==> config.mk <==
export PLATFORM = sky130hd
export DESIGN_NAME = l2_cache_control
export DESIGN_NICKNAME = d
export VERILOG_FILES = /design/src/verilog/l2_cache_types.sv /design/src/verilog/cache_mux_types.sv /design/src/verilog/l2_cache_control.sv
export VERILOG_INCLUDE_DIRS = /design/src /design/src/verilog
export SDC_FILE = /design/constraint.sdc
export NUM_CORES = 1
export LEC_CHECK = 0
export BUFFER_PORTS_ARGS = -buffer_cell sky130_fd_sc_hd__buf_2
export CAP_MARGIN = 0
export CORE_AREA = 2 2 138 140
export CTS_CLUSTER_SIZE = 20
export DETAILED_ROUTE_END_ITERATION = 8
export DIE_AREA = 0 0 140 142
export GPL_ROUTABILITY_DRIVEN = 0
export GPL_TIMING_DRIVEN = 0
export PLACE_DENSITY = 0.36
export SLEW_MARGIN = 5
export SYNTH_ARGS = -nofsm -noshare
export SYNTH_HDL_FRONTEND = slang
export SYNTH_SLANG_ARGS = --single-unit
==> constraint.sdc <==
create_clock -name clk -period 2.1 [get_ports clk]
set_input_delay 0.42 -clock clk [delete_from_list [all_inputs] [get_ports clk]]
set_output_delay 0.42 -clock clk [all_outputs]
set_load 0.02 [all_outputs]
==> src/verilog/l2_cache_macros.svh <==
`ifndef L2_CACHE_MACROS_SVH
`define L2_CACHE_MACROS_SVH

// byte offset within a 256-bit line.
`define L2_S_OFFSET 5

// set index bits.
`define L2_S_INDEX 3

`define L2_NUM_SETS (1 << `L2_S_INDEX)

// rest of the 32-bit address.
`define L2_S_TAG (32 - `L2_S_OFFSET - `L2_S_INDEX)

`endif

==> src/verilog/l2_cache_types.sv <==
`include "l2_cache_macros.svh"

package l2_cache_types;

    typedef logic [31:0]                       addr_t;
    typedef logic [`L2_S_TAG-1:0]              tag_t;
    typedef logic [`L2_S_INDEX-1:0]            index_t;
    typedef logic [8*(2**`L2_S_OFFSET)-1:0]    line_t;
    typedef logic [(2**`L2_S_OFFSET)-1:0]      byte_mask_t;

    typedef struct packed {
        logic       read;
        logic       write;
        addr_t      address;
        byte_mask_t byte_enable;   // one bit per byte of the line.
        line_t      wdata;
    } l2_cpu_req_t;

    typedef struct packed {
        logic  resp;
        line_t rdata;
    } l2_cpu_rsp_t;

    typedef struct packed {
        logic  read;
        logic  write;
        addr_t address;            // line aligned.
        line_t wdata;
    } l2_pmem_req_t;

    typedef struct packed {
        logic  resp;
        line_t rdata;
    } l2_pmem_rsp_t;

endpackage : l2_cache_types

==> src/verilog/cache_mux_types.sv <==
`include "l2_cache_macros.svh"

package cache_mux_types;

    typedef enum logic [1:0] {
        no_write,
        cpu_write_cache,
        mem_write_cache
    } dataarraymux_sel_t;

    typedef enum logic {
        cache_read_mem,
        cache_write_mem
    } pmemaddressmux_sel_t;

    typedef enum logic [1:0] {
        s_check,
        s_writeback,
        s_fetch,
        s_fill
    } l2_state_t;

    typedef struct packed {
        logic              valid_load;
        logic              valid_in;
        logic              dirty_load;
        logic              dirty_in;
        logic              tag_load;
        dataarraymux_sel_t write_sel;
    } l2_way_ctrl_t;

    typedef struct packed {
        l2_way_ctrl_t [1:0]  way;
        logic                lru_load;
        logic                lru_in;       // way to evict next.
        logic                buffer_load;
        logic                dataout_sel;
        pmemaddressmux_sel_t pmem_addr_sel;
    } l2_ctrl_t;

    typedef struct packed {
        logic       hit;
        logic [1:0] way_hit;
        logic       lru;
        logic [1:0] valid;
        logic [1:0] dirty;
    } l2_status_t;

endpackage : cache_mux_types

==> src/verilog/l2_cache_control.sv <==
`timescale 1ns/100ps

module l2_cache_control
(
    input  logic                         clk,
    input  logic                         reset,
    input  l2_cache_types::l2_cpu_req_t  cpu_req,
    input  cache_mux_types::l2_status_t  status,
    input  logic                         pmem_resp,
    output cache_mux_types::l2_ctrl_t    ctrl,
    output logic                         cpu_resp,
    output logic                         pmem_read,
    output logic                         pmem_write
);

    cache_mux_types::l2_state_t state;
    cache_mux_types::l2_state_t next_state;
    logic                       victim;
    logic                       hit_way;

    assign victim  = status.lru;
    assign hit_way = status.way_hit[1];   // way 0 unless way 1 hits.

    always_ff @(posedge clk)
    begin
        if (reset)
            state <= cache_mux_types::s_check;
        else
            state <= next_state;
    end

    always_comb
    begin
        ctrl       = '0;
        cpu_resp   = 1'b0;
        pmem_read  = 1'b0;
        pmem_write = 1'b0;
        next_state = state;
        case (state)
            cache_mux_types::s_check:
            begin
                if (cpu_req.read || cpu_req.write)
                begin
                    if (status.hit)
                    begin
                        cpu_resp         = 1'b1;
                        ctrl.dataout_sel = hit_way;
                        ctrl.lru_load    = 1'b1;
                        ctrl.lru_in      = ~hit_way;
                        if (cpu_req.write)
                        begin
                            ctrl.way[hit_way].write_sel  = cache_mux_types::cpu_write_cache;
                            ctrl.way[hit_way].dirty_load = 1'b1;
                            ctrl.way[hit_way].dirty_in   = 1'b1;
                        end
                    end
                    else if (status.valid[victim] && status.dirty[victim])
                        next_state = cache_mux_types::s_writeback;
                    else
                        next_state = cache_mux_types::s_fetch;
                end
            end
            cache_mux_types::s_writeback:
            begin
                pmem_write         = 1'b1;
                ctrl.dataout_sel   = victim;
                ctrl.pmem_addr_sel = cache_mux_types::cache_write_mem;
                if (pmem_resp)
                    next_state = cache_mux_types::s_fetch;
            end
            cache_mux_types::s_fetch:
            begin
                pmem_read          = 1'b1;
                ctrl.pmem_addr_sel = cache_mux_types::cache_read_mem;
                ctrl.buffer_load   = pmem_resp;
                if (pmem_resp)
                    next_state = cache_mux_types::s_fill;
            end
            cache_mux_types::s_fill:
            begin
                ctrl.way[victim].write_sel  = cache_mux_types::mem_write_cache;
                ctrl.way[victim].valid_load = 1'b1;
                ctrl.way[victim].valid_in   = 1'b1;
                ctrl.way[victim].dirty_load = 1'b1;
                ctrl.way[victim].dirty_in   = 1'b0;   // clean copy of memory.
                ctrl.way[victim].tag_load   = 1'b1;
                next_state = cache_mux_types::s_check;
            end
            default:
                next_state = cache_mux_types::s_check;
        endcase
    end

endmodule : l2_cache_control

=== After elaboration in Yosys (flattened, before gate mapping) ===
Cells that the tools add are included.
Widths: inputs -> output; s select.

* Flip-flop bits (word level): 2
* Output and inout bits: 22
* Input bits: 333
* Word-level logic and storage cells: 68

* $lt $le $gt $ge: 4
* Reductions and logical operators: 6
* Equality and inequality tests: 7
* Bitwise gates (word level): 1
* Multiplexer cells: 49

{| class="wikitable"
|+ Operators with widths
! kind !! count
|-
| $bwmux 14 || 7
|-
| $demux 7 s1 || 9
|-
| $mux 16 || 2
|-
| $pmux 14 s2 || 1
|-
| $mux 2 || 8
|-
| $mux 14 || 1
|-
| $mux 1 || 12
|-
| $mux 5 || 2
|-
| $mux 4 || 2
|-
| $ne 2x2->1 const B || 4
|-
| $pmux 2 s4 || 1
|-
| $mux 7 || 1
|-
| $mux 6 || 1
|-
| $eq 2x2->1 const B || 2
|-
| $lt 1x2->1 const B || 2
|-
| $reduce_and 4->1 || 1
|-
| $logic_and 1x1->1 || 3
|-
| $mux 3 || 1
|-
| $eq 2x1->1 const B || 1
|-
| $ge 1x1->1 const B || 2
|-
| $logic_not 2->1 || 1
|-
| $pmux 1 s2 || 1
|-
| $logic_or 1x1->1 || 1
|-
| $not 1->1 || 1
|}

=== Depth between registers and ports, before layout ===
* Word-level depth: 10
* Depth in mapped cells: 6
* Mapped depth without buffers: 6

=== Worst setup path after synthesis ===
No wires, ideal clock.

* Path type: register to output
* Start: register state[0]
* End: output port ctrl[9] in the netlist's numbering
* Path slack: -104 ps
* Data required time: 1680 ps
* Cell stages (with the launch flop): 5
* Path buffers: 0
* Data arrival time: 1784 ps
* Cell sequence: dfxtp_1 inv_1 ha_1 nor3b_1 or2_1

{| class="wikitable"
|+ RTL lines
! what !! line !! text
|-
| start, declared || l2_cache_control.sv:16 || <nowiki>cache_mux_types::l2_state_t state;</nowiki>
|-
| start signal, assigned || l2_cache_control.sv:27 || <nowiki>state <= cache_mux_types::s_check;</nowiki>
|-
| start signal, assigned || l2_cache_control.sv:29 || <nowiki>state <= next_state;</nowiki>
|-
| end, declared || l2_cache_control.sv:10 || <nowiki>output cache_mux_types::l2_ctrl_t ctrl,</nowiki>
|}

==> results.yml <==
clock_tree:
  cts_tree: "done"
  clockBufferDepth: 2
  cts_max_level: 1
  cts_buffers: 3
  cts.hold.buffers_added: 0
  path_clk_slew_ps: 30
  clkSinkCount: 2
  clockRootBuffer: "clkbuf_16"
  clock_latency_ps: 220
finish:
  regMostFlops: "state"
  nFillCells: 2168
  finalNonFillerCells: 318
  register_area_um2: 42.5
  area_growth_pct: 165
  top_regs: "state: 2 flops"
  multi_input_area_um2: 245
  layout-drive-gt1-share: 0.667
  nets: 423
  largest_reg_flops: 2
  diodes: 0
route:
  route.detailed.drc: 0
  top_layer_used: "met3"
  avgViaCountPerCell: 1.38
  drt_iter0_drc: 4
  met1Wirelength_um: 843
  routed-wl-met2_um: 614
  avgRoutedWirePerCell_um: 5.03
  first_pass_iters: 4
  routed-wl-met3_um: 142
  drt-total-wl_um: 1600
  ant_nets: 0
  route.vias.total: 438
hold_path:
  hold_start: "reset"
  hp-class: "in -> reg"
  min_path_cells: 2
  min_to: "state[0]"
die:
  row_count: 50
  die_width_um: 140
  die-area_um2: 19900
  pin_count: 355
  start_util: 0.0188
  core_area_um2: 18500
  dieHeight_um: 142
setup_path:
  worstPathCellList: "inv_1 > ha_4 > and3b_1 > or2_1 > buf_2"
  cpPeakStageDelay_ps: 350
  rr_endpoint: "state[1]"
  r2r_slack_ps: 620
  cp_top_family: "simple AND/OR/NAND/NOR gates"
  critPathBufInv: 2
  r2r_cells: 5
  cp-start-kind: "flop"
  critPathArrivalTime_ps: 1600
  r2r-start: "state[1]"
  end_kind: "output pin"
  crit_cells: 5
  worstPathRequired_ps: 1680
  slowest_stage: "dfxtp_2"
  cp_max_fo: 5
  worstSetupPathType: "reg -> out"
place:
  dpl.hpwl_um: 1380
  dp_cells: 313
  port-buffer-count: 33
global_routing:
  grt.total_usage: 0.0165
  grt_pass1_vias: 458
  gr-total-overflow: 0
  grt_pass1_wl_um: 2380
  antenna_found_initial: 0
  grt_max_degree: 6
job:
  drv_cap: 0
power:
  p_int_uw: 437
  power_frac_clock: 0.416
  swShare: 0.357
  power_frac_comb: 0.489
  seq_power_share: 0.095
  ir_drop_v: 0.000282
  power_density_nw_per_um2: 737
  power.switching_uw: 243
  leakage_uw: 0.000405
timing:
  finalCritPeriodShare: 0.963
  clock_skew_ps: 1.66
  maxSlewHeadroom: 0.781
  max_freq_mhz: 494
  fin_crit_ps: 2020
  hold_violations: 0
  fin_setup_tns_ps: 0
  slew_viol_final: 0
  setup_viol: 0
  worst_pin_slew_ps: 328
  grt_setup_unrepaired: "no"
logic_synthesis:
  synth_fp_nets: 383
  ys_ff_latch: 2
  async_flop_share: 0
  syn_area_per_cell_um2: 7.56
  synth_cell_type_count: 27
  ys.flop_type: "dfxtp_1"
  netlist_instances: 46
  synth-edff-count: 0
  syn_area_um2: 348
  ys.warnings.count: 0
  ys_seq_area_frac: 0.115
outcome:
  status: "completed"
==> area by class of cell <==
cell class / count / share of cell area
Multi-Input combinational cell: 31 / 0.266
Timing Repair Buffer: 35 / 0.195
Sequential cell: 2 / 0.0461
Clock buffer: 3 / 0.0814
Buffer: 10 / 0.0814
Tap cell: 234 / 0.318
Inverter: 3 / 0.0122
==> cell usage in the layout, fill, tap and decap left out <==
master,n
and2b_1,1
o21bai_1,1
nor2_1,3
nor2_2,1
or2_0,1
nor3b_2,1
and3b_1,1
nand2_2,1
nor3b_4,1
nand4_1,1
a21oi_1,1
o21ai_0,1
nand3_1,1
nand2_1,1
and3_1,1
o21ai_1,1
buf_2,33
clkbuf_16,3
dfxtp_2,2
or2_1,2
inv_2,1
nor3_1,1
ha_4,1
a22o_1,1
inv_1,2
a31oi_1,1
and2_1,2
a21o_1,1
a2bb2oi_1,1
buf_4,12
ha_1,3
==> layer usage <==
layer	up-vias	global-route usage
li1	227	-
met1	178	0.0228
met2	33	0.0236
met3	0	0.00538
met4	0	0.00638
met5	-	0
==> synthesized netlist by cell type (2+ instances only) <==
library cell	count	area, um^2
and2_1	2	12.5
buf_4	10	75.1
dfxtp_1	2	40.0
ha_1	4	50.1
inv_1	3	11.3
nor2_1	3	11.3
or2_1	2	12.5
==> power by group through the flow <==
stage	logic (uW)	clock network [uW]	registers (uW)
global placement	302	0	60.4
CTS	337	288	61.2
finish	333	283	64.5
detailed placement	302	0	60.1
floorplan	213	0	57.7
global route	363	296	65.5
==> worst max path at each step <==
stage	slack (ps)	endpoint	start
after floorplan	200	ctrl[9]	state[0]
after global placement	20	ctrl[10]	state[0]
after detailed placement	7	ctrl[11]	state[0]
after CTS	20	ctrl[16]	state[0]
after global routing	20	ctrl[16]	state[1]
final	80	ctrl[16]	state[1]
==> cell families (layout without fill, tap and decap cells) <==
logic type / count (synthesis) / in the layout / synth area share
adders and majority gates: 4 / 4 / 0.144
and+or+nand+nor: 19 / 19 / 0.338
DFF: 2 / 2 / 0.115
buffers and inverters: 13 / 51 / 0.248
AOI/OAI and AO/OA: 8 / 8 / 0.155
==> stage by stage <==
stage	util	cell area (um^2)	hold slack [ps]	setup slack [ps]	power, uW
6_report	0.0500	922	386	77.1	680
5_1_grt	0.0500	922	397	15.8	724
4_1_cts	0.0498	920	387	18.1	686
3_5_place_dp	0.0439	811	613	7.47	362
3_3_place_gp	0.0439	811	608	23.4	362
2_1_floorplan	-	353	489	201	271
==> repair_timing <==
action | 4_1_cts | 5_1_grt
setup buffers | 2 | 0
cloned | 0 | 0
endpoints found under the setup margin | 11 | 8
pin swaps | 1 | 0
resized for setup | 2 | 3
Note: power is estimated with default switching activity, not from simulation.
